[src/fir_ahb_pkg.sv]
//****************************
// AHB FIR slave shared types
//****************************

package fir_ahb_pkg;

  //****************************
  // Widths
  //****************************
  // Bus data and register width
  localparam int DATA_W     = 16;
  // Byte address into the register block
  localparam int ADDR_W     = 4;
  // Filter taps
  localparam int NUM_COEF   = 4;
  localparam int COEF_IDX_W = 2;

  //****************************
  // Register address map
  //****************************
  // Byte addresses, all halfword aligned
  localparam logic [ADDR_W-1:0] ADDR_STATUS    = ADDR_W'(0);
  localparam logic [ADDR_W-1:0] ADDR_RESULT    = ADDR_W'(2);
  localparam logic [ADDR_W-1:0] ADDR_SAMPLE    = ADDR_W'(4);
  // F0 here, F1 to F3 follow in steps of 2
  localparam logic [ADDR_W-1:0] ADDR_COEF_BASE = ADDR_W'(6);
  localparam logic [ADDR_W-1:0] ADDR_COEF_SET  = ADDR_W'(14);

  // Status word bit positions
  localparam int STATUS_BUSY_BIT = 0;
  localparam int STATUS_ERR_BIT  = 8;

  //****************************
  // Bus encodings
  //****************************
  // Only halfword transfers are legal
  localparam logic [2:0] HSIZE_HALF = 3'b001;

  // AHB transfer type
  typedef enum logic [1:0] {
    IDLE   = 2'b00,
    BUSY   = 2'b01,
    NONSEQ = 2'b10,
    SEQ    = 2'b11
  } ahb_trans_e;

  // Decoded register select
  typedef enum logic [3:0] {
    REG_STATUS   = 4'd0,
    REG_RESULT   = 4'd1,
    REG_SAMPLE   = 4'd2,
    REG_COEF0    = 4'd3,
    REG_COEF1    = 4'd4,
    REG_COEF2    = 4'd5,
    REG_COEF3    = 4'd6,
    REG_COEF_SET = 4'd7,
    // No register, or an access that was rejected
    REG_NONE     = 4'd15
  } reg_sel_e;

endpackage

[src/ahb_data_phase_decode.sv]
//****************************
// AHB address phase decode
//****************************

`timescale 1ns/1ps

module ahb_data_phase_decode import fir_ahb_pkg::*; (
  input  logic              tb_clk,
  input  logic              rst_n,
  // Address phase inputs
  input  logic              hsel,
  input  ahb_trans_e        htrans,
  input  logic [ADDR_W-1:0] haddr,
  input  logic [2:0]        hsize,
  input  logic              hwrite,
  // Data phase controls
  output logic              wr_en,
  output reg_sel_e          wr_sel,
  output reg_sel_e          rd_sel,
  output logic              hresp
);

  logic     addr_valid;
  logic     illegal;
  reg_sel_e addr_sel;

  //****************************
  // Address phase
  //****************************
  // Valid transfer: selected and NONSEQ or SEQ
  assign addr_valid = hsel && ((htrans == NONSEQ) || (htrans == SEQ));

  // Map byte address to register
  always_comb begin
    case (haddr)
      ADDR_STATUS:               addr_sel = REG_STATUS;
      ADDR_RESULT:               addr_sel = REG_RESULT;
      ADDR_SAMPLE:               addr_sel = REG_SAMPLE;
      ADDR_COEF_BASE:            addr_sel = REG_COEF0;
      ADDR_COEF_BASE + ADDR_W'(2): addr_sel = REG_COEF1;
      ADDR_COEF_BASE + ADDR_W'(4): addr_sel = REG_COEF2;
      ADDR_COEF_BASE + ADDR_W'(6): addr_sel = REG_COEF3;
      ADDR_COEF_SET:             addr_sel = REG_COEF_SET;
      // Odd addresses land here
      default:                   addr_sel = REG_NONE;
    endcase
  end

  // Rejected transfers
  // Wrong size, unaligned, or a write to a read-only register
  always_comb begin
    illegal = 1'b0;
    if (hsize != HSIZE_HALF) begin
      illegal = 1'b1;
    end
    if (haddr[0]) begin
      illegal = 1'b1;
    end
    if (hwrite && ((addr_sel == REG_STATUS) || (addr_sel == REG_RESULT))) begin
      illegal = 1'b1;
    end
  end

  //****************************
  // Data phase registers
  //****************************
  // Reloaded every cycle, so each result lasts one data phase only
  always_ff @(posedge tb_clk or negedge rst_n) begin
    if (!rst_n) begin
      wr_en  <= 1'b0;
      wr_sel <= REG_NONE;
      rd_sel <= REG_NONE;
      hresp  <= 1'b0;
    end else begin
      // Legal write
      wr_en  <= addr_valid && hwrite && !illegal;
      wr_sel <= addr_sel;
      // Legal read, otherwise the mux returns zero
      if (addr_valid && !hwrite && !illegal) begin
        rd_sel <= addr_sel;
      end else begin
        rd_sel <= REG_NONE;
      end
      // Error response
      hresp  <= addr_valid && illegal;
    end
  end

  //****************************
  // Checks
  //****************************
  // A rejected write never reaches the registers
  a_no_write_on_error: assert property (
    @(posedge tb_clk) disable iff (!rst_n)
    (hsel && ((htrans == NONSEQ) || (htrans == SEQ)) && hwrite &&
     ((hsize != HSIZE_HALF) || haddr[0] ||
      (haddr == ADDR_STATUS) || (haddr == ADDR_RESULT)))
    |=> (hresp && !wr_en)
  );

  // Error response is one cycle unless another bad access follows
  a_hresp_one_cycle: assert property (
    @(posedge tb_clk) disable iff (!rst_n)
    (hresp && !(addr_valid && illegal)) |=> !hresp
  );

endmodule

[src/ahb_fir_slave.sv]
//****************************
// AHB-Lite FIR register slave
//****************************

`timescale 1ns/1ps

module ahb_fir_slave import fir_ahb_pkg::*; (
  input  logic                  tb_clk,
  input  logic                  rst_n,
  // AHB-Lite slave side
  input  logic                  hsel,
  input  ahb_trans_e            htrans,
  input  logic [ADDR_W-1:0]     haddr,
  input  logic [2:0]            hsize,
  input  logic                  hwrite,
  input  logic [DATA_W-1:0]     hwdata,
  output logic [DATA_W-1:0]     hrdata,
  output logic                  hresp,
  // From the filter and coefficient loader
  input  logic [DATA_W-1:0]     fir_out,
  input  logic                  modwait,
  input  logic                  err,
  input  logic [COEF_IDX_W-1:0] coefficient_num,
  // To the filter and coefficient loader
  output logic [DATA_W-1:0]     sample_data,
  output logic                  data_ready,
  output logic [DATA_W-1:0]     fir_coefficient,
  output logic                  new_coefficient_set
);

  // Data phase controls
  logic                            wr_en;
  reg_sel_e                        wr_sel;
  reg_sel_e                        rd_sel;
  // Coefficient readback
  logic [NUM_COEF-1:0][DATA_W-1:0] coef_regs;

  //****************************
  // Bus decode
  //****************************
  ahb_data_phase_decode u_decode (
    .tb_clk (tb_clk),
    .rst_n  (rst_n),
    .hsel   (hsel),
    .htrans (htrans),
    .haddr  (haddr),
    .hsize  (hsize),
    .hwrite (hwrite),
    .wr_en  (wr_en),
    .wr_sel (wr_sel),
    .rd_sel (rd_sel),
    .hresp  (hresp)
  );

  //****************************
  // Registers and flags
  //****************************
  fir_config_regs u_regs (
    .tb_clk              (tb_clk),
    .rst_n               (rst_n),
    .wr_en               (wr_en),
    .wr_sel              (wr_sel),
    .hwdata              (hwdata),
    .modwait             (modwait),
    .coefficient_num     (coefficient_num),
    .sample_data         (sample_data),
    .data_ready          (data_ready),
    .new_coefficient_set (new_coefficient_set),
    .fir_coefficient     (fir_coefficient),
    .coef_regs           (coef_regs)
  );

  // Read path
  fir_read_mux u_read_mux (
    .rd_sel              (rd_sel),
    .sample_data         (sample_data),
    .coef_regs           (coef_regs),
    .new_coefficient_set (new_coefficient_set),
    .fir_out             (fir_out),
    .modwait             (modwait),
    .err                 (err),
    .hrdata              (hrdata)
  );

endmodule

[src/fir_config_regs.sv]
//****************************
// FIR configuration registers
//****************************

`timescale 1ns/1ps

module fir_config_regs import fir_ahb_pkg::*; (
  input  logic                             tb_clk,
  input  logic                             rst_n,
  // Data phase write
  input  logic                             wr_en,
  input  reg_sel_e                         wr_sel,
  input  logic [DATA_W-1:0]                hwdata,
  // Filter and coefficient loader side
  input  logic                             modwait,
  input  logic [COEF_IDX_W-1:0]            coefficient_num,
  output logic [DATA_W-1:0]                sample_data,
  output logic                             data_ready,
  output logic                             new_coefficient_set,
  output logic [DATA_W-1:0]                fir_coefficient,
  // Coefficient values for readback
  output logic [NUM_COEF-1:0][DATA_W-1:0]  coef_regs
);

  logic sample_wr;
  logic coef_set_wr;
  logic load_done;

  // Write strobes per register
  assign sample_wr   = wr_en && (wr_sel == REG_SAMPLE);
  assign coef_set_wr = wr_en && (wr_sel == REG_COEF_SET);

  // Loader has reached the last tap and is idle
  assign load_done = new_coefficient_set &&
                     (coefficient_num == COEF_IDX_W'(NUM_COEF - 1)) &&
                     !modwait;

  //****************************
  // Sample register
  //****************************
  always_ff @(posedge tb_clk or negedge rst_n) begin
    if (!rst_n) begin
      sample_data <= '0;
    end else if (sample_wr) begin
      sample_data <= hwdata;
    end
  end

  // New sample flag
  // Set by the write, dropped once the filter starts work
  always_ff @(posedge tb_clk or negedge rst_n) begin
    if (!rst_n) begin
      data_ready <= 1'b0;
    end else if (sample_wr) begin
      data_ready <= 1'b1;
    end else if (modwait) begin
      data_ready <= 1'b0;
    end
  end

  //****************************
  // Coefficient registers
  //****************************
  always_ff @(posedge tb_clk or negedge rst_n) begin
    if (!rst_n) begin
      coef_regs <= '0;
    end else if (wr_en) begin
      case (wr_sel)
        REG_COEF0: coef_regs[0] <= hwdata;
        REG_COEF1: coef_regs[1] <= hwdata;
        REG_COEF2: coef_regs[2] <= hwdata;
        REG_COEF3: coef_regs[3] <= hwdata;
        // Other registers live elsewhere
        default: ;
      endcase
    end
  end

  // Loader picks one tap at a time
  assign fir_coefficient = coef_regs[coefficient_num];

  //****************************
  // Coefficient set flag
  //****************************
  // Any nonzero write confirms, a zero write withdraws
  always_ff @(posedge tb_clk or negedge rst_n) begin
    if (!rst_n) begin
      new_coefficient_set <= 1'b0;
    end else if (coef_set_wr) begin
      new_coefficient_set <= |hwdata;
    end else if (load_done) begin
      new_coefficient_set <= 1'b0;
    end
  end

  //****************************
  // Checks
  //****************************
  // data_ready only rises on the edge after a sample write phase
  a_ready_after_sample: assert property (
    @(posedge tb_clk) disable iff (!rst_n)
    $rose(data_ready) |-> $past(wr_en && (wr_sel == REG_SAMPLE))
  );

endmodule

[src/fir_read_mux.sv]
//****************************
// AHB read data mux
//****************************

`timescale 1ns/1ps

module fir_read_mux import fir_ahb_pkg::*; (
  // Captured read select
  input  reg_sel_e                         rd_sel,
  // Register contents
  input  logic [DATA_W-1:0]                sample_data,
  input  logic [NUM_COEF-1:0][DATA_W-1:0]  coef_regs,
  input  logic                             new_coefficient_set,
  // Filter status and result
  input  logic [DATA_W-1:0]                fir_out,
  input  logic                             modwait,
  input  logic                             err,
  // Read data
  output logic [DATA_W-1:0]                hrdata
);

  logic [DATA_W-1:0] status_word;
  logic [DATA_W-1:0] coef_set_word;

  //****************************
  // Status word
  //****************************
  // Busy while filtering or while a coefficient load is pending
  always_comb begin
    status_word                  = '0;
    status_word[STATUS_BUSY_BIT] = modwait || new_coefficient_set;
    status_word[STATUS_ERR_BIT]  = err;
  end

  // Confirmation flag reads back in bit 0
  always_comb begin
    coef_set_word    = '0;
    coef_set_word[0] = new_coefficient_set;
  end

  //****************************
  // Read select
  //****************************
  always_comb begin
    case (rd_sel)
      REG_STATUS:   hrdata = status_word;
      // Live filter output
      REG_RESULT:   hrdata = fir_out;
      REG_SAMPLE:   hrdata = sample_data;
      REG_COEF0:    hrdata = coef_regs[0];
      REG_COEF1:    hrdata = coef_regs[1];
      REG_COEF2:    hrdata = coef_regs[2];
      REG_COEF3:    hrdata = coef_regs[3];
      REG_COEF_SET: hrdata = coef_set_word;
      // No read or rejected access
      default:      hrdata = '0;
    endcase
  end

endmodule

[config.mk]
export PLATFORM = sky130hd
export DESIGN_NAME = ahb_fir_slave
export DESIGN_NICKNAME = d
export VERILOG_FILES = /design/src/fir_ahb_pkg.sv /design/src/ahb_data_phase_decode.sv /design/src/ahb_fir_slave.sv /design/src/fir_config_regs.sv /design/src/fir_read_mux.sv
export SDC_FILE = /design/constraint.sdc
export NUM_CORES = 1
export LEC_CHECK = 0
export BUFFER_PORTS_ARGS = -buffer_cell sky130_fd_sc_hd__buf_2
export CAP_MARGIN = 20
export CORE_ASPECT_RATIO = 0.5
export CORE_MARGIN = 2
export CORE_UTILIZATION = 45
export CTS_CLUSTER_DIAMETER = 40
export DETAILED_ROUTE_END_ITERATION = 10
export PLACE_DENSITY = 0.68
export SETUP_SLACK_MARGIN = 0.2
export SLEW_MARGIN = 20
export SYNTH_ARGS = -nofsm -noshare
export SYNTH_HDL_FRONTEND = slang
export SYNTH_SLANG_ARGS = --single-unit
[constraint.sdc]
create_clock -name tb_clk -period 4.5 [get_ports tb_clk]
set_clock_uncertainty 0.15 [all_clocks]
set_input_delay 0.45 -clock tb_clk [delete_from_list [all_inputs] [get_ports tb_clk]]
set_output_delay 0.45 -clock tb_clk [all_outputs]
set_load 0.03 [all_outputs]
==> flow_summary_export.csv <==
group,metric,value,unit
clock_tree,hold_buffers,0,
worst_setup_path,path_max_fanout,31,
synth,ys_ff_latch,92,
floorplan,initial_core_util,46.8,%
floorplan,die_y,77.2,um
cells_and_area,final_cell_mix,"97 x buf_2, 84 x dfrtp_1, 73 x mux2_2",
sta,setup-violations-final,0,
place,place.port_buffers,98,
power_and_ir_drop,power.density,326,mW/mm2
cells_and_area,layout_commonest_cell,"buf_2",
floorplan,pin_count,100,
global_route,grt_pass1_wl,20.3,mm
synth,seq_area_frac_synth,47.9,%
global_route,grt_start_max_net_pins,60,
clock_tree,cts_buffers,9,
clock_tree,cts.sinks,92,
route,post_drt_wl_per_cell,21.8,um
worst_setup_path,worst-setup-path-type,"register to output pin",
place,dp_hpwl,8.49,mm
synth,ys.warnings.count,0,
synth,synthDistinctLibCells,51,
sta,drv_slew,0,
cells_and_area,antennaDiodeCount,0,
cells_and_area,area_growth,19.1,%
sta,period_minus_slack,3.45,ns
cells_and_area,drive_gt1_share,52.2,%
clock_tree,cts_tree,"built",
sta,fin_hold_ws,0.0308,ns
clock_tree,clk_pin_slew,0.06,ns
global_route,grt_antenna_before_repair,0,
synth,syn_inst,358,
synth,synth_edf_count,0,
sta,post-route-period-util,76.6,%
route,drt.antenna.violating_nets,0,
status,status,"finished clean",
worst_setup_path,critPathArrivalTime,2.85,ns
cells_and_area,ff_latch_area,0.00231,mm2
clock_tree,post_cts_buffers,0,
place,gp_congestion,0.795,
sta,hold_viol,0,
synth,dominantRegCellSynth,"dfrtp_1",
worst_setup_path,cp.required,3.90,ns
synth,netlist_area,0.00482,mm2
route,drtIter0Drc,346,
clock_tree,htree_num_levels,3,
clock_tree,cts_root_buffer,"clkbuf_16",
synth,synthArstFlopShare,100,%
sta,worstMarginPinSlew,1.12,ns
route,postRouteWirelength,12.9,mm
route,dr_total_vias,3552,
floorplan,core_region_area,0.0103,mm2
synth,avgSynthCellArea,13.5,um2
worst_setup_path,cp-start-kind,"register",
worst_setup_path,crit_path_end_kind,"output pin",
flow_run,drv_cap,0,
power_and_ir_drop,worst_ir_drop_vdd,0.197,mV
cells_and_area,nets,496,
synth,synth_fp_nets,407,
floorplan,num_rows,26,
route,drc_errors,0,
route,routed_via_density,6.00,
global_route,grt-ovfl-total,0,
sta,slew-limit-headroom,25.0,%
global_route,grt_pass1_vias,3649,
hold_path,hold_class,"primary input to asynchronous set/reset pin",
clock_tree,insertion_delay,0.34,ns
route,drtPass1Iterations,6,
floorplan,die_area,0.0116,mm2
global_route,gr-usage-all-layers,23.3,%
clock_tree,cts_resized,0,
floorplan,die_w,150,um
clock_tree,clockBufferDepth,2,
sta,tns,0,ns
cells_and_area,fill_cells,856,
power_and_ir_drop,p_leak,2.76,nW
sta,rsz0062_at_grt,"false",
cells_and_area,multi_input_area,0.00237,mm2
sta,max_freq,290,MHz
==> layer usage <==
metal,track usage (%),up-vias,routed length [um]
met5,0,-,0
met1,32.5,1833,5830
met3,6.31,16,971
li1,-,1563,-
met2,35.5,140,5930
met4,6.89,0,176
==> flip-flops by register name (all words and copies together), names as in the netlist <==
name / count
u_regs.data_ready: 1
u_decode.hresp: 1
u_regs.sample_data: 16
u_decode.wr_sel: 4
u_decode.rd_sel: 4
u_regs.new_coefficient_set: 1
u_regs.coef_regs: 64
u_decode.wr_en: 1
==> path summary, 6_finish.rpt <==
check                                               from  cells after the start  slack [ns]                                to
max                         u_decode.rd_sel[1]$_DFF_PN1_                      5        1.05                        hrdata[11]
min                                                rst_n                      1        0.03  u_regs.coef_regs[63]$_DFFE_PN0P_
max reg2reg                     u_decode.wr_en$_DFF_PN0_                      3        2.20  u_regs.coef_regs[10]$_DFFE_PN0P_
min reg2reg                u_regs.data_ready$_DFFE_PN0P_                      2        0.37     u_regs.data_ready$_DFFE_PN0P_
max in group asynchronous                          rst_n                      2        3.23      u_decode.rd_sel[1]$_DFF_PN1_
min in group tb_clk                             haddr[0]                      1        0.09      u_decode.wr_sel[3]$_DFF_PN1_
==> cells in the mapped netlist (2+ instances only) <==
master,instances,area share (%)
dfrtp_1,84,44
mux2_2,73,17
a22oi_1,21,3.3
mux4_2,16,7.5
clkbuf_1,11,0.86
mux2_4,10,3.1
nand3b_1,10,1.6
and3b_1,9,1.6
buf_2,9,0.93
dfstp_2,8,4.4
mux2i_1,8,1.7
nand2b_1,7,0.91
a21oi_1,6,0.62
nand3_1,6,0.62
o211ai_1,6,0.93
nor3_1,5,0.52
o21ai_0,5,0.52
o221ai_1,5,0.91
nor2_1,4,0.31
nor4_1,4,0.52
or2_2,4,0.52
a211o_1,3,0.54
a22o_1,3,0.54
a32oi_1,3,0.54
buf_4,3,0.47
inv_1,3,0.23
nand2_1,3,0.23
nor2b_1,3,0.39
a31oi_1,2,0.26
nor4b_1,2,0.36
o22a_1,2,0.36
==> cells by family (layout without fill, tap and decap cells) <==
logic type	count (synthesis)	in the layout	synth area share, %
buffers and inverters	29	123	3.22
AO/OA/AOI/OAI	59	59	9.05
multiplexers	107	107	29.3
flip-flops	92	92	47.9
AND/OR/NAND/NOR	71	71	10.5
==> layout make-up <==
class,instances,area share [%]
Tap cell,140,3.05
Sequential cell,92,40.3
Multi-Input combinational cell,237,41.3
Clock inverter,3,1.18
Timing Repair Buffer,104,9.37
Clock buffer,13,4.70
Inverter,3,0.196
==> power by group <==
| group | internal [mW] | switching, mW |
|---|---|---|
| combinational | 0.0617 | 0.0894 |
| clock | 0.533 | 0.316 |
| sequential | 0.851 | 0.0194 |
| total | 1.45 | 0.425 |
==> critical path, stage by stage (launching register included) <==
cell and delay [ns]:
dfstp_2 0.93, nor2b_1 0.63, buf_4 0.35, a22oi_1 0.10, o211ai_1 0.22, buf_2 0.25
==> per-stage QoR <==
step                      util [%]  total power, mW  cells  setup WS (ns)  cell area, um2
after CTS                     55.7             1.88    592           1.15            5740
after global routing          55.7             1.93    592          0.966            5740
after detailed placement      52.4             1.04    576           1.53            5410
after floorplan                  -            0.963    358           2.12            4820
final                         55.7             1.87    592           1.05            5740
after global placement        52.4             1.04    576           1.55            5410
(Power assumes the default switching activity.)
